--- config.mk ---
export PLATFORM = sky130hd
export DESIGN_NAME = fetch_stage
export DESIGN_NICKNAME = d
export VERILOG_FILES = /design/src/design/fetch_stage.sv
export VERILOG_INCLUDE_DIRS = /design/src /design/src/design
export SDC_FILE = /design/constraint.sdc
export NUM_CORES = 1
export LEC_CHECK = 0
export BUFFER_PORTS_ARGS = -buffer_cell sky130_fd_sc_hd__buf_2
export CELL_PAD_IN_SITES_DETAIL_PLACEMENT = 1
export CELL_PAD_IN_SITES_GLOBAL_PLACEMENT = 1
export CORE_MARGIN = 4
export CORE_UTILIZATION = 35
export CTS_BUF_LIST = sky130_fd_sc_hd__clkbuf_8
export DETAILED_ROUTE_END_ITERATION = 8
export GPL_ROUTABILITY_DRIVEN = 0
export PLACE_DENSITY = 0.79
export SLEW_MARGIN = 20
export SYNTH_ARGS = -nofsm -noshare
export SYNTH_HDL_FRONTEND = slang
export SYNTH_SLANG_ARGS = --single-unit
--- constraint.sdc ---
create_clock -name clock -period 6.74 [get_ports clock]
set_input_delay 0 -clock clock [delete_from_list [all_inputs] [get_ports clock]]
set_output_delay 0 -clock clock [all_outputs]
set_load 0.05 [all_outputs]
--- src/design/core_params.svh ---
// core width and reset macros shared by the rv64 pipeline
`ifndef CORE_PARAMS_SVH
`define CORE_PARAMS_SVH

// data and address width
`define XLEN 64

// instruction word
`define INST_W 32

// register file
`define REG_ADDR_W 5
`define NUM_REGS 32
`define SHAMT_W 6

// first fetch address after reset
`define PC_RESET 64'h0

`endif
--- src/design/fetch_stage.sv ---
// fetch stage holding the pc and the fetch to decode register
`timescale 1ns/1ps
`include "core_params.svh"

module fetch_stage (
  input  logic               clock,
  input  logic               reset,
  input  logic               stall,
  input  logic               redirect,
  input  logic [`XLEN-1:0]   target,
  output logic [`XLEN-1:0]   imem_addr,
  input  logic [`INST_W-1:0] imem_data,
  output logic               fd_valid,
  output logic [`XLEN-1:0]   fd_pc,
  output logic [`INST_W-1:0] fd_inst
);

  logic [`XLEN-1:0] pc;

  assign imem_addr = pc;

  // redirect wins, the two never coincide
  always_ff @(posedge clock) begin
    if (reset) begin
      pc       <= `PC_RESET;
      fd_valid <= 1'b0;
    end else if (redirect) begin
      pc       <= target;
      fd_valid <= 1'b0;
    end else if (!stall) begin
      pc       <= pc + `XLEN'd4;
      fd_valid <= 1'b1;
    end
  end

  always_ff @(posedge clock) begin
    if (!stall && !redirect) begin
      fd_pc   <= pc;
      fd_inst <= imem_data;
    end
  end

  // branch targets come from execute
  a_pc_aligned: assert property (@(posedge clock) disable iff (reset)
    imem_addr[1:0] == 2'b00);

endmodule

# Yosys cells after proc, flatten, opt, wreduce, memory -nomap -nowiden
# Index checks and enable logic that the tools add are counted.
# totals
memories	0
inputBits	100
rom_bits	0
latch_bits	0
ff_bits	161
ramBits	0
out_inout_bits	161
# classes
div_mod_pow	0
order_cmp	0
n_shift	0
n_bitwise	0
mux	2
n_reduce_logical	4
add_sub_neg	1
n_mul	0
n_eq_ne	1
# op_table
operator	n
2-to-1 mux 64 bit	2
adder 64 x 3 -> 64 bit (second input constant)	1
logical NOT 1 bit	2
!= test 2 x 1 -> 1 bit (second input constant)	1
OR reduction 2 bit	1
logical AND 1 bit	1

# Longest topological paths before layout
# logic_depth
ltp_word	3
mapped_depth	7
ltp_nobuf	6

# Least setup slack after synthesis
# OpenSTA, ideal clock, no wires.
# synth_timing
path_type	input port to flip-flop
from	input port redirect
to	register fd_inst[0] (enable)
path_slack_ns	1.783
n_path_buf	2
t_arrival_ns	4.405
setup_ns	0.552
required_ns	6.188
cell_stages	3
cell_sequence	clkbuf_1 clkbuf_1 nor2_1
# synth_between
elab_chain_cells	2
# synth_rtl
item	line_no	source
start, declared	fetch_stage.sv:9	input logic redirect,
logical NOT 1 bit	fetch_stage.sv:37	if (!stall && !redirect) begin
logical AND 1 bit	fetch_stage.sv:37	
end signal, assigned	fetch_stage.sv:39	fd_inst <= imem_data;
end, declared	fetch_stage.sv:15	output logic [`INST_W-1:0] fd_inst
# Every way passes these cells.
# A chain may end at the register's enable or synchronous reset.

# Final worst setup path
# layout_timing
from	register pc[2] (netlist: imem_addr[2])
to	register pc[60] (netlist: imem_addr[60])
# layout_between
elab_chain_cells	3
# layout_rtl
item	line_no	source
start, declared	fetch_stage.sv:18	logic [`XLEN-1:0] pc;
start signal, assigned	fetch_stage.sv:25	pc <= `PC_RESET;
start signal, assigned	fetch_stage.sv:28	pc <= target;
start signal, assigned	fetch_stage.sv:31	pc <= pc + `XLEN'd4;
adder 64 x 3 -> 64 bit	fetch_stage.sv:31	
2-to-1 mux 64 bit	fetch_stage.sv:30	end else if (!stall) begin
2-to-1 mux 64 bit	fetch_stage.sv:27	end else if (redirect) begin
# Every way passes these cells. The select of a mux whose other input is x is not followed.

==> results.sh <==
export IMPL_cts_sinks=161
export IMPL_portBuffers=260
export IMPL_core_region_area_um2=18800
export IMPL_fmax_ghz=0.328
export IMPL_dp_cells=1050
export IMPL_area_delta_synth_final_pct=43.2
export IMPL_clockRootBuffer="clkbuf_8"
export IMPL_cts_max_level=4
export IMPL_outcome="complete, no violations"
export IMPL_synth_edf_count=96
export IMPL_synthDominantCellAreaShare=0.430
export IMPL_ys_ff_latch=161
export IMPL_syn_avg_cell_area_um2=11.6
export IMPL_path_cells="ha_1 -> nor2b_1 -> nand2_1 -> nand4b_1 -> or4_1 -> a311oi_1"
export IMPL_synth_common_cells="edfxtp_1 (96), dfxtp_1 (65), nor2_1 (58)"
export IMPL_hp_class="input port to register"
export IMPL_critical_path_arrival_ns=3.41
export IMPL_fin_nets=1032
export IMPL_synth_cells=580
export IMPL_hold_viol_final=0
export IMPL_vdd_drop_max_mv=0.131
export IMPL_cts_tree="done"
export IMPL_slew_headroom=0.438
export IMPL_yosysUniqueCellTypes=50
export IMPL_fill_cells=2094
export IMPL_cts_buffer_depth=2
export IMPL_fin_skew_ns=0.0181
export IMPL_grt_usage=0.221
export IMPL_path_class="register to register"
export IMPL_num_vias=6314
export IMPL_multi_input_area_um2=2380
export IMPL_worstSkewPairLatency_ns=0.46
export IMPL_first_global_vias=6593
export IMPL_synth_flop_cell="edfxtp_1"
export IMPL_ys_async_sr_fraction=0
export IMPL_routed_wl_um=24100
export IMPL_holdWs_ns=0.0277
export IMPL_setup_viol=0
export IMPL_stdcell_count=1178
export IMPL_drive_gt1_frac=0.324
export IMPL_cts_made_buffers=17
export IMPL_powerDensity_nw_per_um2=244
export IMPL_synth_nets=681
export IMPL_total_power_uw=2340
export IMPL_rsz0062_at_grt="false"
export IMPL_grt_max_degree=66
export IMPL_max_cap_violations=0
export IMPL_first_pass_iters=7
export IMPL_viasPerCell=5.36
export IMPL_period_needed_ns=3.05
export IMPL_crit_family="simple AND/OR/NAND/NOR gates"
export IMPL_die_height_um=146
export IMPL_path_max_fanout=15
export IMPL_start_util=0.358
export IMPL_crit_buf_inv=0
export IMPL_ys_warn_count=0
export IMPL_ys_top_cells_by_area="edfxtp_1 (43%), dfxtp_1 (19%), nor2_1 (3.2%), xnor2_1 (3.0%), a311oi_1 (2.6%)"
export IMPL_antenna_found_initial=0
export IMPL_wl_per_cell_um=20.4
export IMPL_cp_data_required_time_ns=7.10
export IMPL_end_kind="register"
export IMPL_diodes=0
export IMPL_grt_pass1_wl_um=37500
export IMPL_syn_area_um2=6710
export IMPL_seq_area_frac_synth=0.624
export IMPL_cp_start_kind="register"
export IMPL_hpwl_um=15600
export IMPL_drc_errors=0
export IMPL_fin_tns_setup_ns=0
export IMPL_tightest_slew_ns=0.836
export IMPL_dieArea_um2=21500
export IMPL_io_pins=261
export IMPL_dieWidth_um=146
export IMPL_num_rows=50
export IMPL_p_leak_uw=0.00380
export IMPL_regArea_um2=4180
export IMPL_grt_ovfl_total=0
export IMPL_finalCritPeriodShare=0.453
export IMPL_cts_resized=0
export IMPL_yosysMostFrequentCell="edfxtp_1"
export IMPL_cp_slowest_stage_delay_ns=0.71
export IMPL_maxSlewViolCount=0
export IMPL_yosysTopAreaCell="edfxtp_1"
export IMPL_initialDrtViolationCount=435
export IMPL_detail_route_antenna_nets=0
export IMPL_clk_pin_slew_ns=0.09
export IMPL_slowest_stage="nand4b_1"
layer usage:
metal / track usage / part of all wire
met1: 0.278 / 0.42
met2: 0.382 / 0.50
met3: 0.0534 / 0.059
met4: 0.0607 / 0.015
met5: 0 / 0
per-stage QoR:
stage | util | worst slack (ns) | area, um^2
4_1_cts | 0.512 | 3.64 | 9610
2_1_floorplan | - | 1.78 | 6710
3_3_place_gp | 0.439 | 3.90 | 8240
6_report | 0.512 | 3.69 | 9610
3_5_place_dp | 0.439 | 3.68 | 8240
5_1_grt | 0.512 | 3.42 | 9610
worst register-to-register path, cell delays in order (launching register included):
cell      delay [ns]
dfxtp_1         0.48
ha_1            0.24
nor2b_1         0.40
nand2_1         0.22
nand4b_1        0.71
or4_1           0.65
a311oi_1        0.26
registers in the layout, summed over array words and instances, names as in the netlist:
signal,flops
imem_addr,64
fd_valid,1
fd_inst,32
fd_pc,64
report_power, final:
part           switching [uW]  leakage, uW  internal, uW  total [uW]
combinational             299      0.00213           126         424
clock                     415     0.000207           341         756
sequential               56.1      0.00146          1100        1160
total                     770      0.00380          1570        2340
worst paths after layout:
path,start,depth (start not counted),end,slack [ns]
max,imem_addr[2]$_SDFFE_PP0N_,6,imem_addr[60]$_SDFFE_PP0N_,3.69
min,stall,2,fd_valid$_SDFFE_PP0N_,0.03
min reg2reg,imem_addr[0]$_SDFFE_PP0P_,0,fd_pc[0]$_DFFE_PP_,0.48
max reg2reg,imem_addr[2]$_SDFFE_PP0N_,6,imem_addr[60]$_SDFFE_PP0N_,3.69
layout by cell type (no fill, tap or decap), types with 3 or more instances in the layout:
| cell | n |
|---|---|
| nand3_1 | 22 |
| clkinv_4 | 3 |
| o31ai_1 | 8 |
| dlygate4sd3_1 | 96 |
| nor3_1 | 18 |
| xor2_1 | 8 |
| inv_1 | 9 |
| o21ai_0 | 16 |
| clkbuf_8 | 17 |
| xnor2_1 | 23 |
| and2_1 | 4 |
| nor2b_1 | 4 |
| a211oi_1 | 20 |
| a311o_1 | 3 |
| buf_4 | 6 |
| a31oi_1 | 3 |
| buf_2 | 260 |
| and3_1 | 10 |
| nand3b_1 | 3 |
| a21oi_1 | 10 |
| mux2i_1 | 9 |
| a311oi_1 | 20 |
| dfxtp_1 | 65 |
| or3_1 | 12 |
| nand4_1 | 24 |
| inv_6 | 4 |
| or4_1 | 12 |
| nor2_1 | 57 |
| edfxtp_1 | 96 |
| nand2_1 | 41 |
| nor4_1 | 16 |
| and4_1 | 9 |
cell type report:
class                      count  area share
timing repair buffer         362       0.240
clock buffer                  17      0.0244
inverter                      10     0.00391
multi-input combinational    379       0.247
tap                          234      0.0305
sequential                   161       0.436
clock inverter                15      0.0182
kinds of logic after synthesis:
family / Yosys count / share of synthesized area
AO/OA/AOI/OAI: 89 / 0.0968
flip-flops: 161 / 0.624
AND/OR/NAND/NOR: 249 / 0.200
adder cells (fa/ha/maj): 1 / 0.00186
multiplexers: 9 / 0.0134
buffers and inverters: 40 / 0.0235
XOR/XNOR: 31 / 0.0405
what timing repair did:
action                    4_1_cts  5_1_grt
buffers inserted                0        0
hold buffers                   96        0
hold endpoints to repair       96        0
Power figures use the tool's default switching activity.
