File: config.mk
export PLATFORM = sky130hd
export DESIGN_NAME = memory_stage_flat
export DESIGN_NICKNAME = d
export VERILOG_FILES = /design/src/design/isa_pkg.sv /design/src/design/pipe_pkg.sv /design/src/design/stage_if.sv /design/src/design/memory_stage.sv /design/src/flat_wrapper.sv
export VERILOG_INCLUDE_DIRS = /design/src /design/src/design
export SDC_FILE = /design/constraint.sdc
export NUM_CORES = 1
export LEC_CHECK = 0
export BUFFER_PORTS_ARGS = -buffer_cell sky130_fd_sc_hd__buf_2
export CAP_MARGIN = 40
export CORE_AREA = 2 2 291 293
export CTS_CLUSTER_SIZE = 20
export DETAILED_ROUTE_END_ITERATION = 16
export DIE_AREA = 0 0 293 295
export SETUP_SLACK_MARGIN = 0.4
export SLEW_MARGIN = 0
export SYNTH_ARGS = -nofsm -noshare
export SYNTH_HDL_FRONTEND = slang
export SYNTH_SLANG_ARGS = --single-unit
File: constraint.sdc
create_clock -name clock -period 1.35 [get_ports clock]
set_input_delay 0.0675 -clock clock [delete_from_list [all_inputs] [get_ports clock]]
set_output_delay 0.0675 -clock clock [all_outputs]
set_load 0.02 [all_outputs]
File: src/design/core_params.svh
// core width and reset macros shared by the rv64 pipeline
`ifndef CORE_PARAMS_SVH
`define CORE_PARAMS_SVH

// data and address width
`define XLEN 64

// instruction word
`define INST_W 32

// register file
`define REG_ADDR_W 5
`define NUM_REGS 32
`define SHAMT_W 6

// first fetch address after reset
`define PC_RESET 64'h0

`endif
File: src/design/isa_pkg.sv
// instruction set encodings for the rv64i subset
package isa_pkg;

  // major opcodes, inst[6:0]
  typedef enum logic [6:0] {
    OPC_OP     = 7'b0110011,
    OPC_OP_IMM = 7'b0010011,
    OPC_LOAD   = 7'b0000011,
    OPC_STORE  = 7'b0100011,
    OPC_BRANCH = 7'b1100011,
    OPC_JAL    = 7'b1101111
  } opcode_e;

  typedef enum logic [2:0] {
    ALU_ADD,
    ALU_SUB,
    ALU_AND,
    ALU_OR,
    ALU_XOR,
    ALU_SLT,
    ALU_SLL,
    ALU_SRL
  } alu_op_e;

  // resolved in execute
  typedef enum logic [1:0] {
    BR_NONE,
    BR_BEQ,
    BR_BNE,
    BR_JUMP
  } branch_e;

endpackage

File: src/design/pipe_pkg.sv
// pipeline types for the decoded micro-op and operand forwarding
`include "core_params.svh"

package pipe_pkg;
  import isa_pkg::*;

  // one decoded instruction as it moves down the pipe
  typedef struct packed {
    alu_op_e                alu_op;
    branch_e                branch;
    logic [`REG_ADDR_W-1:0] rs1;
    logic [`REG_ADDR_W-1:0] rs2;
    logic [`REG_ADDR_W-1:0] rd;
    logic                   reg_write;
    logic                   mem_read;
    logic                   mem_write;
    logic                   use_imm;
    logic [`XLEN-1:0]       imm;
  } uop_t;

  typedef enum logic [1:0] {
    FWD_REG,
    FWD_MEM,
    FWD_WB
  } fwd_sel_e;

endpackage

File: src/design/stage_if.sv
// pipeline register bundle passed from one stage to the next
`timescale 1ns/1ps
`include "core_params.svh"

interface stage_if import pipe_pkg::*; ();

  logic             valid;
  logic [`XLEN-1:0] pc;
  uop_t             uop;
  // alu result, load data, or rs1 value out of decode
  logic [`XLEN-1:0] result;
  logic [`XLEN-1:0] store_data;

  modport source (
    output valid, pc, uop, result, store_data
  );

  modport sink (
    input valid, pc, uop, result, store_data
  );

  // forwarding taps
  modport monitor (
    input valid, pc, uop, result, store_data
  );

endinterface

File: src/design/memory_stage.sv
// memory stage driving the data port and the memory to writeback register
`timescale 1ns/1ps
`include "core_params.svh"

module memory_stage (
  input  logic             clock,
  input  logic             reset,
  stage_if.sink            xm,
  stage_if.source          mw,
  output logic [`XLEN-1:0] dmem_addr,
  output logic             dmem_read,
  output logic             dmem_write,
  output logic [`XLEN-1:0] dmem_wdata,
  input  logic [`XLEN-1:0] dmem_rdata
);

  assign dmem_addr  = xm.result;
  assign dmem_read  = xm.valid && xm.uop.mem_read;
  assign dmem_write = xm.valid && xm.uop.mem_write;
  assign dmem_wdata = xm.store_data;

  always_ff @(posedge clock) begin
    if (reset) begin
      mw.valid <= 1'b0;
    end else begin
      mw.valid <= xm.valid;
    end
  end

  always_ff @(posedge clock) begin
    mw.pc         <= xm.pc;
    mw.uop        <= xm.uop;
    mw.result     <= xm.uop.mem_read ? dmem_rdata : xm.result;
    mw.store_data <= xm.store_data;
  end

  // decode never marks one op as both load and store
  a_rw_excl: assert property (@(posedge clock) disable iff (reset)
    !(dmem_read && dmem_write));

endmodule

File: src/flat_wrapper.sv
// flat-port wrapper written by rule: the top's interface ports become plain ports
module memory_stage_flat 
  (clock, reset, dmem_addr, dmem_read, dmem_write, dmem_wdata, dmem_rdata, xm_valid, xm_pc, xm_uop, xm_result, xm_store_data, mw_valid, mw_pc, mw_uop, mw_result, mw_store_data);
  stage_if xm_i ();
  stage_if mw_i ();
  input  logic clock;
  input  logic reset;
  output logic [`XLEN-1:0] dmem_addr;
  output logic dmem_read;
  output logic dmem_write;
  output logic [`XLEN-1:0] dmem_wdata;
  input  logic [`XLEN-1:0] dmem_rdata;
  input wire logic [$bits(xm_i.valid)-1:0] xm_valid;
  input wire logic [$bits(xm_i.pc)-1:0] xm_pc;
  input wire logic [$bits(xm_i.uop)-1:0] xm_uop;
  input wire logic [$bits(xm_i.result)-1:0] xm_result;
  input wire logic [$bits(xm_i.store_data)-1:0] xm_store_data;
  output wire logic [$bits(mw_i.valid)-1:0] mw_valid;
  output wire logic [$bits(mw_i.pc)-1:0] mw_pc;
  output wire logic [$bits(mw_i.uop)-1:0] mw_uop;
  output wire logic [$bits(mw_i.result)-1:0] mw_result;
  output wire logic [$bits(mw_i.store_data)-1:0] mw_store_data;
  assign xm_i.valid = xm_valid;
  assign xm_i.pc = xm_pc;
  assign xm_i.uop = xm_uop;
  assign xm_i.result = xm_result;
  assign xm_i.store_data = xm_store_data;
  assign mw_valid = mw_i.valid;
  assign mw_pc = mw_i.pc;
  assign mw_uop = mw_i.uop;
  assign mw_result = mw_i.result;
  assign mw_store_data = mw_i.store_data;
  memory_stage u_core (.clock(clock), .reset(reset), .xm(xm_i), .mw(mw_i), .dmem_addr(dmem_addr), .dmem_read(dmem_read), .dmem_write(dmem_write), .dmem_wdata(dmem_wdata), .dmem_rdata(dmem_rdata));
endmodule
; After elaboration in Yosys (flattened, before gate mapping)
; Index checks and enable logic that the tools add are counted.
[totals]
wordCells = 17
input_bits = 347
reg_bits = 281
out_inout_bits = 411
[classes]
muxes = 1
reduce_logical = 2
[ops]
columns = operator, count
row1 = 64-bit two-way mux, 1
row2 = 1-bit logical AND, 2

; Longest topological paths before layout
[depth]
depth_word = 1
depth_mapped = 3
ltp_nobuf = 1

; Least setup slack after synthesis
; OpenSTA, ideal clock, no wires.
[synth_timing]
path_type = in2reg
startpoint = input port xm_uop[66]
endpoint = register u_core.mw.result[11]
setup_time_ns = 0.121
slack_ns = 0.575
path_buffers = 2
t_required_ns = 1.229
cell_stages = 3
arrival_ns = 0.654
cell_sequence = buf_6 > buf_6 > mux2_4
[synth_between]
elab_chain_cells = 1
[synth_rtl]
columns = element, line
row1 = start: declaration, flat_wrapper.sv:15  ; input wire logic [$bits(xm_i.uop)-1:0] xm_uop;
row2 = 64-bit two-way mux, memory_stage.sv:33  ; mw.result <= xm.uop.mem_read ? dmem_rdata : xm.result;
row3 = end: declaration, stage_if.sv:15  ; output valid, pc, uop, result, store_data
; Every way passes these cells.
; A chain may end at the register's enable or synchronous reset.

; Worst setup path after layout
[layout_timing]
startpoint = register u_core.mw.result[17]
endpoint = output port mw_result[17]
[layout_lines]
columns = element, line
row1 = end: declaration, flat_wrapper.sv:21  ; output wire logic [$bits(mw_i.result)-1:0] mw_result;
; No word-level cell between the ends.

==> results.ini <==
[status]
outcome = finished, violations left
violations = hold timing

[clock_tree]
path_clk_slew_ns = 0.05
cts_root_buf = clkbuf_16
cts_buffer_depth = 3
cts_inserted_buffers = 38
htreeDepth = 2
clkSinkCount = 281
cts_tree = yes

[worst_setup_path]
critical_path.max_fanout = 1
slowest_stage = dfxtp_2
critical_path_required_ns = 1.28
end_kind = output pin
critPathLaunchType = flop
crit_chain = buf_6
crit_family = flip-flops
crit_arrival_ns = 1.04
criticalPathCategory = reg -> out
crit_buf_inv = 1
critical_path.max_stage_delay_ns = 0.35

[drt]
routed_wl_mm = 53.40
vias = 7833
drt_iter0_drc = 149
ant_nets = 0
first_pass_iters = 5
routed_via_density = 2.959
drc = 0
wl_per_cell_microns = 20.17

[synth]
synthDistinctLibCells = 8
synth_nets = 830
ys_seq_elements = 281
syn-instance-count = 483
syn-cell-area_sq_um = 7582
seq_area_frac_synth_pct = 74.19
synth_top_area_share_pct = 74.19
syn-mean-instance-area_sq_um = 15.70
synth_area_leaders = dfxtp_1 74%, buf_4 13%, mux2_4 9.7%
ys_warn_count = 0
yosysTopAreaCell = dfxtp_1

[grt]
grt_pass1_vias = 8419
grt_pass1_wl_mm = 66.34
grt.overflow.total = 0
grtUsageTotal_pct = 11.46
antenna_found_initial = 44
grt_max_degree = 20

[worst_hold_path]
whs_path_depth = 2
hold_class = in -> reg
hp-start = xm_uop[66]
holdPathEnd = u_core.mw.result[46]

[floorplanning]
core_area_sq_um = 83160
pin_count = 758
start_util_pct = 9.118
die_height_microns = 295
dieArea_sq_um = 86440
fp.dieW_microns = 293
core.rowCount = 106

[sta]
whs_ns = -0.06668
layout_min_cycle_time_ns = 1.105
hold_violations = 11
rsz0062_at_grt = true
worst_pin_slew_ns = 0.2703
setup_tns_ns = 0
maxSlewHeadroom_pct = 81.98
max_freq_ghz = 0.9050
setup_viol = 0
fin_crit_sh_pct = 81.85
slew_violations = 0

[flow_run]
max_cap_viol_count = 0

[cells_and_area]
syn_to_final_growth_pct = 151.2
final_cell_count_no_fill = 2647
nets = 1873
drive_gt1_share_pct = 75.93

[power_and_ir_drop]
power_mw = 23.45
leakagePower_nw = 8.848
p_per_area_nw_per_um2 = 1231
ir_drop_v = 0.0009343

[placement]
port_buffers = 757
post-place-cells = 2193
hpwlAfterDp_mm = 40.76
gp_congestion = 0.8960

flip-flops by register name, indices dropped and copies added, names as in the netlist:
register and flops:
u_core.mw.valid 1, u_core.mw.uop 88, u_core.mw.pc 64, u_core.mw.store_data 64
u_core.mw.result 64
where the power goes:
part	internal [mW]	switching, mW	leakage [nW]	total, mW
Clock	5.79	4.23	0.595	10.0
Sequential	8.90	0.250	2.37	9.15
Combinational	2.37	1.91	5.88	4.28
final cells by class:
class	count	area (sq um)
clock buffer	52	1065
sequential	281	5977
fill	8649	64110
clock inverter	16	147.6
tap	1080	1351
timing repair buffer	1138	9547
antenna	13	32.53
multi-input combinational	67	923.4
Yosys cell counts:
cell type	number
buf_2	1
buf_6	6
mux2_4	49
dfxtp_1	281
mux2_2	15
and2_1	2
nor2b_1	1
buf_4	128
layer usage:
| layer | track usage (%) | part of all wire [%] | vias up | wire length, microns |
|---|---|---|---|---|
| met2 | 19.28 | 47 | 562 | 25200 |
| met4 | 3.965 | 3.5 | 8 | 1870 |
| met1 | 12.21 | 37 | 3607 | 19770 |
| li1 | - | - | 3532 | - |
| met3 | 6.112 | 12 | 124 | 6512 |
| met5 | 0 | 0.090 | - | 48 |
what timing repair did:
item,CTS,global route
buffers inserted,0,11
setup endpoints to repair,282,315
hold buffers,346,16
gates cloned,0,0
resized for setup,837,77
pin swaps,0,0
hold endpoints to repair,281,27
stage by stage:
step | area [sq um] | hold slack [ns] | utilization (%) | setup WS (ns)
3_3_place_gp | 11780 | 0.1698 | 14.16 | 0.2802
2_1_floorplan | 7582 | 0.09522 | - | 0.5748
6_report | 19040 | -0.06668 | 22.90 | 0.2450
5_1_grt | 19030 | -0.1081 | 22.89 | 0.1800
4_1_cts | 18560 | -0.1395 | 22.31 | 0.1790
3_5_place_dp | 11780 | 0.1711 | 14.16 | 0.2740
cell usage in the layout (no fill, tap or decap), drive strengths merged:
master / Yosys / final
inv: 0 / 7
clkinvlp: 0 / 2
mux2: 64 / 64
clkinv: 0 / 6
dlymetal6s4s: 0 / 19
dfxtp: 281 / 281
nor2b: 1 / 1
diode: 0 / 13
bufinv: 0 / 1
buf: 135 / 776
clkbuf: 0 / 52
and2: 2 / 2
dlygate4sd3: 0 / 343
cell families (layout without fill, tap and decap cells):
| group | Yosys count | in the layout | synth area share, % |
|---|---|---|---|
| buffers and inverters | 135 | 1206 | 13.63 |
| and+or+nand+nor | 3 | 3 | 0.2476 |
| DFF | 281 | 281 | 74.19 |
| other | 0 | 13 | 0 |
| muxes | 64 | 64 | 11.93 |
worst max-delay path by stage:
stage | from | cells after the start | end
2_1_floorplan | xm_uop[66] | 3 | u_core.mw.result[11]
3_3_place_gp | xm_uop[66] | 3 | u_core.mw.result[36]
3_5_place_dp | xm_uop[66] | 3 | u_core.mw.result[50]
4_1_cts | u_core.mw.result[17] | 1 | mw_result[17]
5_1_grt | u_core.mw.uop[33] | 1 | mw_uop[33]
6_report | u_core.mw.result[17] | 1 | mw_result[17]
(Power assumes the default switching activity.)
