<file path="config.mk">
export PLATFORM = sky130hd
export DESIGN_NAME = decode_stage_flat
export DESIGN_NICKNAME = d
export VERILOG_FILES = /design/src/design/isa_pkg.sv /design/src/design/pipe_pkg.sv /design/src/design/stage_if.sv /design/src/design/decode_stage.sv /design/src/flat_wrapper.sv
export VERILOG_INCLUDE_DIRS = /design/src /design/src/design
export SDC_FILE = /design/constraint.sdc
export NUM_CORES = 1
export LEC_CHECK = 0
export ABC_AREA = 1
export BUFFER_PORTS_ARGS = -buffer_cell sky130_fd_sc_hd__buf_4
export CAP_MARGIN = 20
export CORE_AREA = 2 2 201 203
export DETAILED_ROUTE_END_ITERATION = 12
export DIE_AREA = 0 0 203 205
export PLACE_DENSITY = 0.41
export SKIP_CTS_REPAIR_TIMING = 1
export SLEW_MARGIN = 20
export SYNTH_ARGS = -nofsm -noshare
export SYNTH_HDL_FRONTEND = slang
export SYNTH_SLANG_ARGS = --single-unit
</file>
<file path="constraint.sdc">
create_clock -name clock -period 2.1 [get_ports clock]
set_clock_uncertainty 0.15 [all_clocks]
set_input_delay 0.42 -clock clock [delete_from_list [all_inputs] [get_ports clock]]
set_output_delay 0.42 -clock clock [all_outputs]
set_load 0.01 [all_outputs]
</file>
<file path="src/design/core_params.svh">
// core width and reset macros shared by the rv64 pipeline
`ifndef CORE_PARAMS_SVH
`define CORE_PARAMS_SVH

// data and address width
`define XLEN 64

// instruction word
`define INST_W 32

// register file
`define REG_ADDR_W 5
`define NUM_REGS 32
`define SHAMT_W 6

// first fetch address after reset
`define PC_RESET 64'h0

`endif
</file>
<file path="src/design/isa_pkg.sv">
// instruction set encodings for the rv64i subset
package isa_pkg;

  // major opcodes, inst[6:0]
  typedef enum logic [6:0] {
    OPC_OP     = 7'b0110011,
    OPC_OP_IMM = 7'b0010011,
    OPC_LOAD   = 7'b0000011,
    OPC_STORE  = 7'b0100011,
    OPC_BRANCH = 7'b1100011,
    OPC_JAL    = 7'b1101111
  } opcode_e;

  typedef enum logic [2:0] {
    ALU_ADD,
    ALU_SUB,
    ALU_AND,
    ALU_OR,
    ALU_XOR,
    ALU_SLT,
    ALU_SLL,
    ALU_SRL
  } alu_op_e;

  // resolved in execute
  typedef enum logic [1:0] {
    BR_NONE,
    BR_BEQ,
    BR_BNE,
    BR_JUMP
  } branch_e;

endpackage

</file>
<file path="src/design/pipe_pkg.sv">
// pipeline types for the decoded micro-op and operand forwarding
`include "core_params.svh"

package pipe_pkg;
  import isa_pkg::*;

  // one decoded instruction as it moves down the pipe
  typedef struct packed {
    alu_op_e                alu_op;
    branch_e                branch;
    logic [`REG_ADDR_W-1:0] rs1;
    logic [`REG_ADDR_W-1:0] rs2;
    logic [`REG_ADDR_W-1:0] rd;
    logic                   reg_write;
    logic                   mem_read;
    logic                   mem_write;
    logic                   use_imm;
    logic [`XLEN-1:0]       imm;
  } uop_t;

  typedef enum logic [1:0] {
    FWD_REG,
    FWD_MEM,
    FWD_WB
  } fwd_sel_e;

endpackage

</file>
<file path="src/design/stage_if.sv">
// pipeline register bundle passed from one stage to the next
`timescale 1ns/1ps
`include "core_params.svh"

interface stage_if import pipe_pkg::*; ();

  logic             valid;
  logic [`XLEN-1:0] pc;
  uop_t             uop;
  // alu result, load data, or rs1 value out of decode
  logic [`XLEN-1:0] result;
  logic [`XLEN-1:0] store_data;

  modport source (
    output valid, pc, uop, result, store_data
  );

  modport sink (
    input valid, pc, uop, result, store_data
  );

  // forwarding taps
  modport monitor (
    input valid, pc, uop, result, store_data
  );

endinterface

</file>
<file path="src/design/decode_stage.sv">
// decode stage with load-use detection and the decode to execute register
`timescale 1ns/1ps
`include "core_params.svh"

module decode_stage import isa_pkg::*, pipe_pkg::*; (
  input  logic                   clock,
  input  logic                   reset,
  input  logic                   fd_valid,
  input  logic [`XLEN-1:0]       fd_pc,
  input  logic [`INST_W-1:0]     fd_inst,
  input  logic                   redirect,
  output logic                   stall,
  output logic [`REG_ADDR_W-1:0] rs1_addr,
  output logic [`REG_ADDR_W-1:0] rs2_addr,
  input  logic [`XLEN-1:0]       rs1_data,
  input  logic [`XLEN-1:0]       rs2_data,
  stage_if.source                dx
);

  opcode_e    opcode;
  logic [2:0] funct3;
  logic       uses_rs1;
  logic       uses_rs2;
  uop_t       uop;

  assign opcode = opcode_e'(fd_inst[6:0]);
  assign funct3 = fd_inst[14:12];

  always_comb begin
    uop       = '0;
    uses_rs1  = 1'b0;
    uses_rs2  = 1'b0;
    uop.rd    = fd_inst[11:7];
    uop.imm   = {{(`XLEN-12){fd_inst[31]}}, fd_inst[31:20]};
    case (opcode)
      OPC_OP: begin
        uses_rs1      = 1'b1;
        uses_rs2      = 1'b1;
        uop.reg_write = 1'b1;
        case (funct3)
          3'b000:  uop.alu_op = fd_inst[30] ? ALU_SUB : ALU_ADD;
          3'b111:  uop.alu_op = ALU_AND;
          3'b110:  uop.alu_op = ALU_OR;
          3'b100:  uop.alu_op = ALU_XOR;
          3'b010:  uop.alu_op = ALU_SLT;
          3'b001:  uop.alu_op = ALU_SLL;
          default: uop.alu_op = ALU_SRL;
        endcase
      end
      // addi only
      OPC_OP_IMM: begin
        uses_rs1      = 1'b1;
        uop.reg_write = (funct3 == 3'b000);
        uop.use_imm   = 1'b1;
      end
      OPC_LOAD: begin
        uses_rs1      = 1'b1;
        uop.reg_write = (funct3 == 3'b011);
        uop.mem_read  = (funct3 == 3'b011);
        uop.use_imm   = 1'b1;
      end
      OPC_STORE: begin
        uses_rs1      = 1'b1;
        uses_rs2      = 1'b1;
        uop.mem_write = (funct3 == 3'b011);
        uop.use_imm   = 1'b1;
        uop.imm = {{(`XLEN-12){fd_inst[31]}}, fd_inst[31:25], fd_inst[11:7]};
      end
      OPC_BRANCH: begin
        uses_rs1   = 1'b1;
        uses_rs2   = 1'b1;
        uop.branch = (funct3 == 3'b000) ? BR_BEQ :
                     (funct3 == 3'b001) ? BR_BNE : BR_NONE;
        uop.imm = {{(`XLEN-12){fd_inst[31]}}, fd_inst[7], fd_inst[30:25],
                   fd_inst[11:8], 1'b0};
      end
      OPC_JAL: begin
        uop.reg_write = 1'b1;
        uop.branch    = BR_JUMP;
        uop.imm = {{(`XLEN-20){fd_inst[31]}}, fd_inst[19:12], fd_inst[20],
                   fd_inst[30:21], 1'b0};
      end
      default: ;
    endcase
    uop.rs1       = uses_rs1 ? fd_inst[19:15] : '0;
    uop.rs2       = uses_rs2 ? fd_inst[24:20] : '0;
    // x0 destinations never write, so later stages skip the rd check
    uop.reg_write = uop.reg_write && (uop.rd != '0);
  end

  assign rs1_addr = uop.rs1;
  assign rs2_addr = uop.rs2;

  // load in execute feeding this instruction
  assign stall = fd_valid && dx.valid && dx.uop.mem_read && dx.uop.reg_write &&
                 ((dx.uop.rd == uop.rs1) || (dx.uop.rd == uop.rs2));

  always_ff @(posedge clock) begin
    if (reset) begin
      dx.valid <= 1'b0;
    end else begin
      dx.valid <= fd_valid && !stall && !redirect;
    end
  end

  always_ff @(posedge clock) begin
    dx.pc         <= fd_pc;
    dx.uop        <= uop;
    dx.result     <= rs1_data;
    dx.store_data <= rs2_data;
  end

  // a load in execute cannot also redirect
  a_stall_redirect: assert property (@(posedge clock) disable iff (reset)
    !(fd_valid && stall && redirect));

endmodule

</file>
<file path="src/flat_wrapper.sv">
// flat-port wrapper written by rule: the top's interface ports become plain ports
module decode_stage_flat import isa_pkg::*, pipe_pkg::*;
  (clock, reset, fd_valid, fd_pc, fd_inst, redirect, stall, rs1_addr, rs2_addr, rs1_data, rs2_data, dx_valid, dx_pc, dx_uop, dx_result, dx_store_data);
  stage_if dx_i ();
  input  logic clock;
  input  logic reset;
  input  logic fd_valid;
  input  logic [`XLEN-1:0] fd_pc;
  input  logic [`INST_W-1:0] fd_inst;
  input  logic redirect;
  output logic stall;
  output logic [`REG_ADDR_W-1:0] rs1_addr;
  output logic [`REG_ADDR_W-1:0] rs2_addr;
  input  logic [`XLEN-1:0] rs1_data;
  input  logic [`XLEN-1:0] rs2_data;
  output wire logic [$bits(dx_i.valid)-1:0] dx_valid;
  output wire logic [$bits(dx_i.pc)-1:0] dx_pc;
  output wire logic [$bits(dx_i.uop)-1:0] dx_uop;
  output wire logic [$bits(dx_i.result)-1:0] dx_result;
  output wire logic [$bits(dx_i.store_data)-1:0] dx_store_data;
  assign dx_valid = dx_i.valid;
  assign dx_pc = dx_i.pc;
  assign dx_uop = dx_i.uop;
  assign dx_result = dx_i.result;
  assign dx_store_data = dx_i.store_data;
  decode_stage u_core (.clock(clock), .reset(reset), .fd_valid(fd_valid), .fd_pc(fd_pc), .fd_inst(fd_inst), .redirect(redirect), .stall(stall), .rs1_addr(rs1_addr), .rs2_addr(rs2_addr), .rs1_data(rs1_data), .rs2_data(rs2_data), .dx(dx_i));
endmodule
</file>
## Word-level counts from Yosys, hierarchy flattened

Cells that the tools add are included.

| storage, ports and cells | value |
|---|---|
| register bits | 238 |
| latch bits | 0 |
| RAM bits | 0 |
| ROM bits | 0 |
| input bits | 228 |
| output and inout port bits | 292 |
| word-level logic and storage cells | 56 |
| memories | 0 |

| cells by class | value |
|---|---|
| $add $sub $neg | 0 |
| multipliers | 0 |
| divide/modulo/power cells | 0 |
| order comparisons | 0 |
| eq/ne operators | 14 |
| shift-type cells | 0 |
| mux-type cells | 12 |
| bitwise gates (word level) | 0 |
| reduce and logical (&&, ||, !) cells | 16 |

Operator list:

| cell | count |
|---|---|
| case mux 20 bit (3 select lines) | 1 |
| case mux 3 bit (6 select lines) | 1 |
| equality test 7 x 6 -> 1 bit, second input constant | 2 |
| equality test 7 bit, second input constant | 2 |
| equality test 5 bit | 2 |
| 2-to-1 mux 5 bit | 2 |
| equality test 3 bit, second input constant | 3 |
| equality test 7 x 2 -> 1 bit, second input constant | 1 |
| equality test 7 x 5 -> 1 bit, second input constant | 1 |
| logical AND 1 bit | 7 |
| equality test 3 x 2 -> 1 bit, second input constant | 2 |
| OR reduction 3 bit | 2 |
| nonzero test 5 bit | 1 |
| OR reduction 5 bit | 1 |
| 2-to-1 mux 1 bit | 4 |
| 2-to-1 mux 2 bit | 2 |
| case mux 2 bit (2 select lines) | 1 |
| equality test 3 x 1 -> 1 bit, second input constant | 1 |
| zero test 3 bit | 1 |
| case mux 1 bit (3 select lines) | 1 |
| zero test 1 bit | 2 |
| OR reduction 2 bit | 1 |
| logical OR 1 bit | 1 |

## Depth between registers and ports, before layout

Gate-level depths: netlist (run 1).

| depth | value |
|---|---|
| depth in word-level cells | 10 |
| gate-level depth with buffers | 12 |
| mapped depth without buffers | 12 |

## Worst setup path before layout (run 1)

No wires, ideal clock.

| timing | value |
|---|---|
| path type | input-to-output |
| from | input port fd_inst[3] |
| to | output port stall |
| data arrival time | 1.441 ns |
| data required time | 1.530 ns |
| slack | 0.089 ns |
| cell stages on the path | 10 |
| path buffers | 1 |
| cell sequence | nor2_2 > nand3_4 > buf_6 > nand3_4 > nand2_1 > nand2_1 > nand2_1 > nor2_2 > nand3_2 > a21oi_2 |

| on the way | value |
|---|---|
| longest elaborated chain between the ends | 7 |
| elaborated cells on any way between the ends | 15 |
| those cells by class | 7 x eq/ne; 4 x mux; 4 x reduce/logical |

RTL lines:

| element | line | source |
|---|---|---|
| start, declared | flat_wrapper.sv:9 | `` input logic [`INST_W-1:0] fd_inst; `` |
| equality test 7 x 6 -> 1 bit (tied with other cells) | decode_stage.sv:35 | `case (opcode)` |
| OR reduction 5 bit (no source line) / OR reduction 3 bit (equally long branches) | n/a |  |
| 2-to-1 mux 1 bit | decode_stage.sv:35 |  |
| 2-to-1 mux 5 bit, on equally long branches | decode_stage.sv:85, decode_stage.sv:86 |  |
| equality test 5 bit | decode_stage.sv:96 | `((dx.uop.rd == uop.rs1) \|\| (dx.uop.rd == uop.rs2));` |
| logical OR 1 bit (*) | decode_stage.sv:96 |  |
| logical AND 1 bit (*) | decode_stage.sv:95 | `assign stall = fd_valid && dx.valid && dx.uop.mem_read && dx.uop.reg_write &&` |
| end, declared | flat_wrapper.sv:11 | `output logic stall;` |

Every way passes the cells marked *; elsewhere a longest branch is shown, timed or not.

## Worst setup path in the final report (run 1)

Ends and elaborated chain as after synthesis.

==> summary.md, run 1 <==
| Metric | Value |
|---|---|
| RePlAce Congestion | `around 0.77` |
| Critical path peak fanout | `5` |
| YS warnings | `0` |
| GRT Resource Usage Total | `10.31%` |
| Leakage power | `6.609 nW` |
| Final setup margin | `-0.2013 ns` |
| Total number of vias | `~5600` |
| Antenna Cells | `0` |
| RSZ-0062 raised after global routing | `true` |
| Final core occ | `around 34%` |
| CTS tree | `done` |
| Number of CTS-inserted buffers | `28` |
| First DRT Iteration DRCs | `226` |
| # IOs | `520` |
| Register area share after synthesis | `about four fifths` |
| Min-delay src | `fd_inst[18]` |
| Vias/cell | `between 3 and 4` |
| Pwr Density | `just over 800 nW/um2` |
| Port bufs | `slightly above 500` |
| Critical path's slowest cell | `nand3_4` |
| Required time worst endpoint | `approximately 1.5 ns` |
| CTS root buffer | `clkbuf_16` |
| CP peak stage delay | `0.16 ns` |
| Hold Path Sink | `u_core.dx.uop[18]` |
| Total clock sinks | `~240` |
| Worst Path Arrival | `1.73 ns` |
| Core region area | `39370 um2` |
| Die Span Y | `205 um` |
| Final WL | `~26000 um` |
| Pin count of the biggest net entering global routing | `45` |
| Initial antenna violation count | `0` |
| Layout cells sized above 1 | `between 50% and 60%` |
| Final slew viol count | `0` |
| ANT nets after route | `0` |
| # setup viols final | `1` |
| Avg Inst Size Synth | `between 10 and 15 um2` |
| FP Rows | `73` |
| Cells after synthesis | `445` |
| First-pass GRT wire length | `about 32000 um` |
| Met1 Usage GRT | `around an eighth` |
| Startpoint Class | `input port` |
| Max VDD drop | `between 0.4 and 0.5 mV` |
| FMAX | `about 430 MHz` |
| Reg2Reg Depth | `6` |
| Synthesis-stage register bit count | `roughly 240` |
| Max_cap viols | `0` |
| FF-to-FF Start | `u_core.dx.uop[70]` |
| Reg clk slew, reported paths | `roughly 0.06 ns` |
| DR WL/cell | `about 15 um` |
| GR Layer Usage met3 | `3.357%` |
| Hold Crit Class | `input port to register` |
| GR Util met2 | `around 18%` |
| Netlist cell types | `27` |
| Final period util | `109.6%` |
| # nets final | `approximately 1400` |
| Post-synthesis cell area | `roughly 5900 um2` |
| CP cell instances | `buf_8 > inv_4 > nand2_4 > nor2_4 > nand2_4 > nand3_4 > nand2_2 > nand2_1 > nand2_1 > nor2_2 > nand3_2 > a21oi_2 > buf_4` |
| DRC violations left | `0` |
| Max_slew headroom | `a little under three quarters` |
| Hold Path Stages | `3` |
| Area Overhead vs Synth | `128.8%` |
| CP Class | `input port to output port` |
| Post-DP HPWL | `19500 um` |
| Minimum clock period | `~2.3 ns` |
| Grt peak-use layer | `met2` |
| Die area | `roughly 42000 um2` |
| DIE WIDTH | `between 200 and 250 um` |
| Failing checks | `negative hold slack, negative setup slack` |
| CP endpoint kind | `output port` |
| Reg2reg end | `u_core.dx.valid` |
| H-tree depth | `1` |
| Syn_nets | `~670` |
| Worst-margin pin slew | `between 0.4 and 0.5 ns` |
| Congestion Overflow GR | `0` |
| Final hold viol count | `1` |
| First drt pass iteration count | `4` |
| Maximum clock insertion buffer count | `3` |
| Worst slack, placed | `-0.2328 ns` |
| Vias in the first global route | `about 4700` |
| Starting density of the core | `between 10% and 20%` |
| Outcome | `finished with violations` |
| R2r setup slk | `roughly 0.86 ns` |
| Hold WS | `-0.001304 ns` |
| Worst-Skew Late Latency | `0.54 ns` |
==> flip-flops by register name (all words and copies together) (netlist names) <==
signal / cells
u_core.dx.result: 64
u_core.dx.store_data: 64
u_core.dx.valid: 1
u_core.dx.pc: 64
u_core.dx.uop: 45
==> per-layer routing <==
layer | vias to the layer above | part of all wire, %
met1 | 2553 | 38
met3 | 35 | 7.0
met5 | - | 0
met4 | 0 | 2.3
li1 | 2824 | -
met2 | 227 | 52
==> where the power goes <==
group	switching [mW]	internal, mW	total (mW)
Sequential	0.0801	4.75	4.83
Clock	1.89	3.06	4.95
Combinational	0.506	0.890	1.40
Total	2.48	8.70	11.2
==> worst max path at each step <==
| stage | depth (start not counted) | start | to |
|---|---|---|---|
| after detailed placement | 11 | fd_inst[3] | stall |
| after floorplan | 10 | fd_inst[3] | stall |
| final | 13 | fd_inst[3] | stall |
| after global placement | 11 | fd_inst[3] | stall |
| after CTS | 11 | fd_inst[3] | stall |
| after global routing | 11 | fd_inst[6] | stall |
==> cells in the mapped netlist (all sizes together) <==
| cell | n | area, um2 |
|---|---|---|
| o21ai | 6 | 30.03 |
| o41ai | 2 | 17.52 |
| a21oi | 4 | 27.53 |
| nand4 | 1 | 6.260 |
| o21bai | 1 | 7.510 |
| nand3 | 15 | 105.1 |
| inv | 31 | 116.4 |
| buf | 54 | 409.1 |
| a211oi | 1 | 7.510 |
| nor3 | 3 | 15.01 |
| nor2 | 16 | 87.58 |
| dfxtp | 238 | 4765 |
| xor2 | 2 | 17.52 |
| nand3b | 2 | 27.53 |
| nand2 | 67 | 274.0 |
| o211ai | 1 | 7.510 |
| nor4 | 1 | 6.260 |
==> cell type report <==
type / instances / area [um2]
inverters: 31 / 123.9
flip-flops and latches: 238 / 4766
well taps: 525 / 656.9
multi-input cells: 124 / 719.4
fillers: 3908 / 25810
clock inverters: 11 / 140.1
repair buffers: 764 / 6339
clock buffers: 39 / 813.3
==> critical path, delay by kind of cell <==
family / cells / cell delay (ns)
AO/OA/AOI/OAI: 1 / 0.15
buffers and inverters: 3 / 0.29
AND/OR/NAND/NOR: 9 / 0.87
==> cell usage in the layout (no fill, tap or decap), drive strengths merged <==
cell type,n
inv,33
clkinvlp,1
dfxtp,238
a21oi,4
o211ai,1
o41ai,2
nand2,68
bufinv,3
o21ai,6
nor4,1
nor2,16
buf,547
nor3,3
nand3b,2
clkinv,5
nand3,16
o21bai,1
clkbuf,39
nand4,1
dlygate4sd3,217
xor2,2
a211oi,1
==> through the flow <==
stage               setup TNS (ns)  instances  area [um2]  power (mW)
global placement           -0.2801       1456       10230       5.969
finish                     -0.2013       1732       13560       11.18
CTS                        -0.3522       1506       11180       11.01
floorplan                        0        445        5927       5.187
detailed placement         -0.3460       1456       10230       5.967
global route               -0.3683       1732       13560       11.65
==> cell families after synthesis <==
| logic type | count (synthesis) | synth area share [%] |
|---|---|---|
| flops | 238 | 80.39 |
| simple gates | 105 | 8.803 |
| buf+inv | 85 | 8.866 |
| compound gates | 15 | 1.647 |
| xor+xnor | 2 | 0.2956 |
Note: power is estimated with default switching activity, not from simulation.
==> run 2: changes to the inputs <==
--- a/config.mk
+++ b/config.mk
@@ -9,10 +9,10 @@
 export ABC_AREA = 1
 export BUFFER_PORTS_ARGS = -buffer_cell sky130_fd_sc_hd__buf_4
 export CAP_MARGIN = 20
-export CORE_AREA = 2 2 201 203
+export CORE_AREA = 2 2 204 206
 export DETAILED_ROUTE_END_ITERATION = 12
-export DIE_AREA = 0 0 203 205
-export PLACE_DENSITY = 0.41
+export DIE_AREA = 0 0 206 208
+export PLACE_DENSITY = 0.4
 export SKIP_CTS_REPAIR_TIMING = 1
 export SLEW_MARGIN = 20
 export SYNTH_ARGS = -nofsm -noshare
==> run 2 against run 1 <==
The flow finishes with violations (negative setup slack). Worst hold slack gained 0.031 ns. Final area grew 0.42%. Count of clock-buffer cells in the layout shrank 1. Register-to-register slack lost 0.53 ns. Critical path depth is the same. First-iteration DRC count shrank 19%. Core utilization shrank 0.87 points. Combinational power is essentially flat. Clock power grew 5.1%. Sequential power is essentially flat. Largest power group unchanged.
==> summary.md, run 2 (synthesized netlist as in run 1, its figures left out) <==
| Metric | Value |
|---|---|
| Total clock sinks | `238` |
| Startpoint Class | `input port` |
| Worst Path Arrival | `about 1.7 ns` |
| CTS tree | `done` |
| Met2 wire length | `roughly 14000 um` |
| Core region area | `approximately 40000 um2` |
| Final hold viol count | `0` |
| Final setup margin | `-0.1968 ns` |
| Reg2reg end | `u_core.dx.valid` |
| Vias in the first global route | `between 4000 and 5000` |
| FF-to-FF Start | `u_core.dx.uop[71]` |
| Final period util | `109.4%` |
| Total number of vias | `between 5000 and 6000` |
| DRC violations left | `0` |
| Setup_tns | `-0.1968 ns` |
| Crit path launch | `fd_inst[3]` |
| Most common cell after layout, fill and taps aside | `buf_4` |
| Worst-margin pin slew | `0.3377 ns` |
| Critical path peak fanout | `5` |
| CP Capture Point | `stall` |
| DIE WIDTH | `approximately 210 um` |
| Outcome | `finished with violations` |
| Number of CTS-inserted buffers | `27` |
| WL met3 | `between 1500 and 2000 um` |
| Min-delay src | `fd_inst[16]` |
| H-tree depth | `1` |
| Max VDD drop | `roughly 0.48 mV` |
| Final slew viol count | `0` |
| First drt pass iteration count | `4` |
| DP Cell Count | `about 1500` |
| Failing checks | `negative setup slack` |
| Reg2Reg Depth | `8` |
| Pwr Density | `roughly 840 nW/um2` |
| Most frequent cells in the layout | `buf_4 (538), dfxtp_1 (237), dlygate4sd3_1 (218), nand2_1 (55), clkbuf_16 (27)` |
| DR WL/cell | `approximately 15 um` |
| Reg clk slew, reported paths | `0.06 ns` |
| Post-Layout Cell Count | `between 1500 and 2000` |
| GRT Resource Usage Total | `approximately a tenth` |
| Design Area, Final | `about 14000 um2` |
| CTS root buffer | `clkbuf_16` |
| # setup viols final | `1` |
| Placed instance area | `10250 um2` |
| Max_slew headroom | `between 70 and 80%` |
| Congestion Overflow GR | `0` |
| ANT nets after route | `0` |
| Leakage power | `6.620 nW` |
| RSZ-0062 raised after global routing | `true` |
| FP Rows | `74` |
| Pin count of the biggest net entering global routing | `45` |
| Initial antenna violation count | `3` |
| FMAX | `435.4 MHz` |
| Top Registers | `u_core.dx.pc: 64 flops, u_core.dx.result: 64 flops, u_core.dx.store_data: 64 flops` |
| Worst-Skew Late Latency | `between 0.5 and 0.6 ns` |
| Hold WS | `between 0.02 and 0.03 ns` |
| R2r setup slk | `roughly 0.33 ns` |
| Final WL | `between 20000 and 30000 um` |
| # nets final | `1414` |
| First DRT Iteration DRCs | `approximately 180` |
| Die Span Y | `between 200 and 250 um` |
| Max_cap viols | `0` |
| Max Used Layer | `met4` |
| Maximum clock insertion buffer count | `3` |
| Port bufs | `between 500 and 600` |
| M1 wire length | `between 9000 and 10000 um` |
| Hold Crit Class | `input port to register` |
| First-pass GRT wire length | `about 32000 um` |
| Starting density of the core | `approximately 15%` |
| Vias/cell | `approximately 3.3` |
| Power Total | `about 11 mW` |
| CP Class | `input port to output port` |
| Die area | `42850 um2` |
| Minimum clock period | `roughly 2.3 ns` |
| Area Overhead vs Synth | `129.7%` |
| RePlAce Congestion | `about 0.73` |
| CP endpoint kind | `output port` |
| Post-DP HPWL | `about 19000 um` |
| Layout cells sized above 1 | `52.11%` |
| # IOs | `between 500 and 600` |
| Required time worst endpoint | `between 1.5 and 2 ns` |
run 2: cell types whose count changed in the layout (fill, tap and decap cells not counted), sizes merged:
cell         before  now
bufinv            3    6
clkbuf           39   38
diode             0    3
buf             547  546
inv              33   32
dlygate4sd3     217  218
clkinvlp          1    0
run 2: cell type report:
cell class / instances / area (um2)
antenna: 3 / 7.507
clock buffer: 38 / 767.0
clock inverter: 12 / 221.5
fill: 4049 / 26940
inverter: 31 / 118.9
multi-input combinational: 124 / 735.7
sequential: 238 / 4766
tap: 532 / 665.6
timing repair buffer: 764 / 6332
run 2: stage by stage:
stage,utilization [%],setup WS [ns]
2_1_floorplan,-,0.08888
3_3_place_gp,25.28,-0.1948
3_5_place_dp,25.28,-0.2315
4_1_cts,27.72,-0.2374
5_1_grt,33.57,-0.3110
6_report,33.57,-0.1968
run 2: critical path, cell delays in order:
cell and delay, ns:
buf_6 0.10, inv_2 0.05, nand2_2 0.06, nor2_4 0.14
nand2_4 0.11, nand3_4 0.15, nand2_2 0.08, nand2_2 0.06
nand2_2 0.05, nor2_2 0.11, nand3_2 0.11, a21oi_2 0.15
buf_4 0.13
run 2: metal layers:
| layer | up-vias | GRT usage, % |
|---|---|---|
| li1 | 2828 | - |
| met1 | 2589 | 10.92 |
| met2 | 238 | 18.60 |
| met3 | 38 | 2.835 |
| met4 | 0 | 3.202 |
| met5 | - | 0 |
run 2: power by group:
group	total (mW)	leakage [nW]	switching (mW)	internal, mW
clock	5.20	0.485	1.92	3.28
combinational	1.39	4.13	0.499	0.892
sequential	4.82	2.00	0.0777	4.75
total	11.4	6.62	2.50	8.92
run 2: worst min-delay path by stage:
stage / end / slack [ns] / cells after the start
floorplan: u_core.dx.pc[0] / 0.30 / 0
global placement: u_core.dx.result[23] / 0.37 / 1
detailed placement: u_core.dx.pc[37] / 0.38 / 1
CTS: u_core.dx.pc[38] / -0.22 / 1
global route: u_core.dx.uop[66] / 0.01 / 3
finish: u_core.dx.uop[16] / 0.03 / 3
==> run 3: changes to the inputs <==
--- a/config.mk
+++ b/config.mk
@@ -9,10 +9,12 @@
 export ABC_AREA = 1
 export BUFFER_PORTS_ARGS = -buffer_cell sky130_fd_sc_hd__buf_4
 export CAP_MARGIN = 20
-export CORE_AREA = 2 2 204 206
+export CELL_PAD_IN_SITES_DETAIL_PLACEMENT = 1
+export CELL_PAD_IN_SITES_GLOBAL_PLACEMENT = 2
+export CORE_AREA = 2 2 203 205
 export DETAILED_ROUTE_END_ITERATION = 12
-export DIE_AREA = 0 0 206 208
-export PLACE_DENSITY = 0.4
+export DIE_AREA = 0 0 205 207
+export PLACE_DENSITY = 0.62
 export SKIP_CTS_REPAIR_TIMING = 1
 export SLEW_MARGIN = 20
 export SYNTH_ARGS = -nofsm -noshare
==> run 3 against run 2 <==
Final area fell by 0.61%. Sequential power about the same. Highest routed layer unchanged. The run ends with negative hold slack, negative setup slack left. Fmax decreased by 0.33%. Die area decreased by 0.96%. Setup slack lost 0.0076 ns.
==> summary.md, run 3 (synthesized netlist as in run 1, its figures left out) <==
| Metric | Value |
|---|---|
| Minimum clock period | `2.304 ns` |
| FP Rows | `74` |
| Core region area | `just over 40000 um2` |
| CP cell instances | `buf_8 > nor2_4 > nand3_4 > nand3_4 > nand2_2 > nand2_1 > nand2_1 > nor2_2 > nand3_2 > a21oi_2 > buf_4` |
| Fillers | `between 4000 and 5000` |
| Starting density of the core | `between 10% and 20%` |
| Top Registers | `u_core.dx.pc: 64 flops, u_core.dx.result: 64 flops, u_core.dx.store_data: 64 flops` |
| CTS tree | `done` |
| Most frequent cells in the layout | `buf_4 (538), dfxtp_1 (235), dlygate4sd3_1 (219), nand2_1 (57), clkbuf_16 (27)` |
| CP Class | `input port to output port` |
| Die Span Y | `207 um` |
| Port bufs | `about 520` |
| First drt pass iteration count | `4` |
| GRT Resource Usage Total | `approximately 12%` |
| Internal Power | `between 8 and 9 mW` |
| Worst Path Arrival | `about 1.7 ns` |
| Final hold viol count | `1` |
| DR WL/cell | `17.36 um` |
| Required time worst endpoint | `approximately 1.5 ns` |
| Post-Layout Cell Count | `1745` |
| CTS root buffer | `clkbuf_16` |
| RePlAce Congestion | `0.7954` |
| Final setup margin | `-0.2043 ns` |
| Maximum clock insertion buffer count | `3` |
| Most common cell after layout, fill and taps aside | `buf_4` |
| Initial antenna violation count | `6` |
| Max_cap viols | `0` |
| RSZ-0062 raised after global routing | `true` |
| Total clock sinks | `around 240` |
| Final WL | `30300 um` |
| Clk network pwr share | `43.0%` |
| Critical path peak fanout | `5` |
| Pwr Density | `811.6 nW/um2` |
| Layout cells sized above 1 | `between 50 and 60%` |
| Leakage power | `roughly 6.6 nW` |
| # nets final | `around 1400` |
| # IOs | `520` |
| NetSw | `roughly 2.6 mW` |
| H-tree depth | `1` |
| Startpoint Class | `input port` |
| Die area | `42440 um2` |
| CP bufs+invs | `2` |
| ANT nets after route | `0` |
| Critical path's slowest cell | `nand3_4` |
| DRC violations left | `0` |
| Worst-Skew Late Latency | `~0.56 ns` |
| DIE WIDTH | `205 um` |
| Sequential group share of total power | `44.0%` |
| Pin count of the biggest net entering global routing | `45` |
| Final slew viol count | `0` |
| Setup_tns | `-0.2043 ns` |
| First DRT Iteration DRCs | `between 150 and 200` |
| Final period util | `109.7%` |
| Placed instance area | `10240 um2` |
| Combinational power share | `13.0%` |
| DP Cell Count | `1464` |
| Vias/cell | `between 3 and 4` |
| CP endpoint kind | `output port` |
| # setup viols final | `1` |
| Sw Ratio | `roughly 24%` |
| Total number of vias | `just under 6000` |
| Vias in the first global route | `slightly above 5000` |
| FMAX | `between 400 and 500 MHz` |
| Worst-margin pin slew | `0.3125 ns` |
| CP peak stage delay | `about 0.17 ns` |
| Hold Crit Class | `input port to register` |
| Power Total | `roughly 11 mW` |
| Max VDD drop | `0.4942 mV` |
| Congestion Overflow GR | `0` |
| Area Overhead vs Synth | `128.3%` |
| Hold WS | `-0.02056 ns` |
| Outcome | `finished with violations` |
| First-pass GRT wire length | `between 30000 and 40000 um` |
| Delay-heaviest family, CP | `simple AND/OR/NAND/NOR gates` |
| Post-DP HPWL | `21660 um` |
| Max_slew headroom | `79.11%` |
| Reg clk slew, reported paths | `0.06 ns` |
| Failing checks | `negative hold slack, negative setup slack` |
| Design Area, Final | `approximately 14000 um2` |
| Number of CTS-inserted buffers | `27` |
[run 3: cell types whose count changed in the layout (fill, tap and decap cells not counted), moves of 2 or more]
cell / change
inv_2: -6
clkinvlp_4: +2
dfxtp_1: -2
diode_2: +3
inv_1: +3
nand2_1: +2
inv_6: +2
bufinv_16: -5
dfxtp_2: +2
clkinv_2: +5
clkbuf_1: -4
nand2_2: -3
[run 3: stage by stage]
step | util, % | worst slack, ns | hold WS [ns]
4_1_cts | 27.59 | -0.2803 | -0.2303
3_3_place_gp | 25.38 | -0.2475 | 0.3742
6_report | 33.52 | -0.2043 | -0.02056
5_1_grt | 33.51 | -0.3198 | 0.003511
3_5_place_dp | 25.38 | -0.2721 | 0.3754
2_1_floorplan | - | 0.08888 | 0.2977
[run 3: final cells by class]
type                       instances  area (um2)  area share, %
timing repair buffer             765        6346          46.90
antenna                            6       15.01         0.1110
clock buffer                      34       752.0          5.557
multi-input combinational        123       713.2          5.270
tap                              532       665.6          4.919
sequential                       238        4768          35.24
inverter                          31       130.1         0.9616
clock inverter                    16       141.4          1.045
[run 3: power by group through the flow]
stage | clock network (mW) | logic [mW] | registers, mW
global route | 5.08 | 1.53 | 4.85
finish | 4.72 | 1.43 | 4.83
floorplan | 0 | 0.150 | 5.04
CTS | 4.90 | 1.06 | 4.82
detailed placement | 0 | 1.06 | 4.92
global placement | 0 | 1.05 | 4.91
[run 3: path summary, 6_finish.rpt]
check,to,depth (start not counted),start,slack [ns]
max,stall,11,fd_inst[3],-0.20
min reg2reg,u_core.dx.valid,3,u_core.dx.valid,0.52
max reg2reg,u_core.dx.valid,7,u_core.dx.uop[71],0.85
min,u_core.dx.uop[0],3,fd_inst[20],-0.02
[run 3: layer usage]
layer	track usage, %	routed length (um)	vias to the layer above
li1	-	-	2822
met1	12.36	11150	2779
met2	21.47	16240	246
met3	4.122	2266	36
met4	2.927	647	0
met5	0	0	-
[run 3: tightest hold or removal path: stages]
cell and delay (ns):
buf_4 0.11, nand3_1 0.06, o21ai_0 0.06
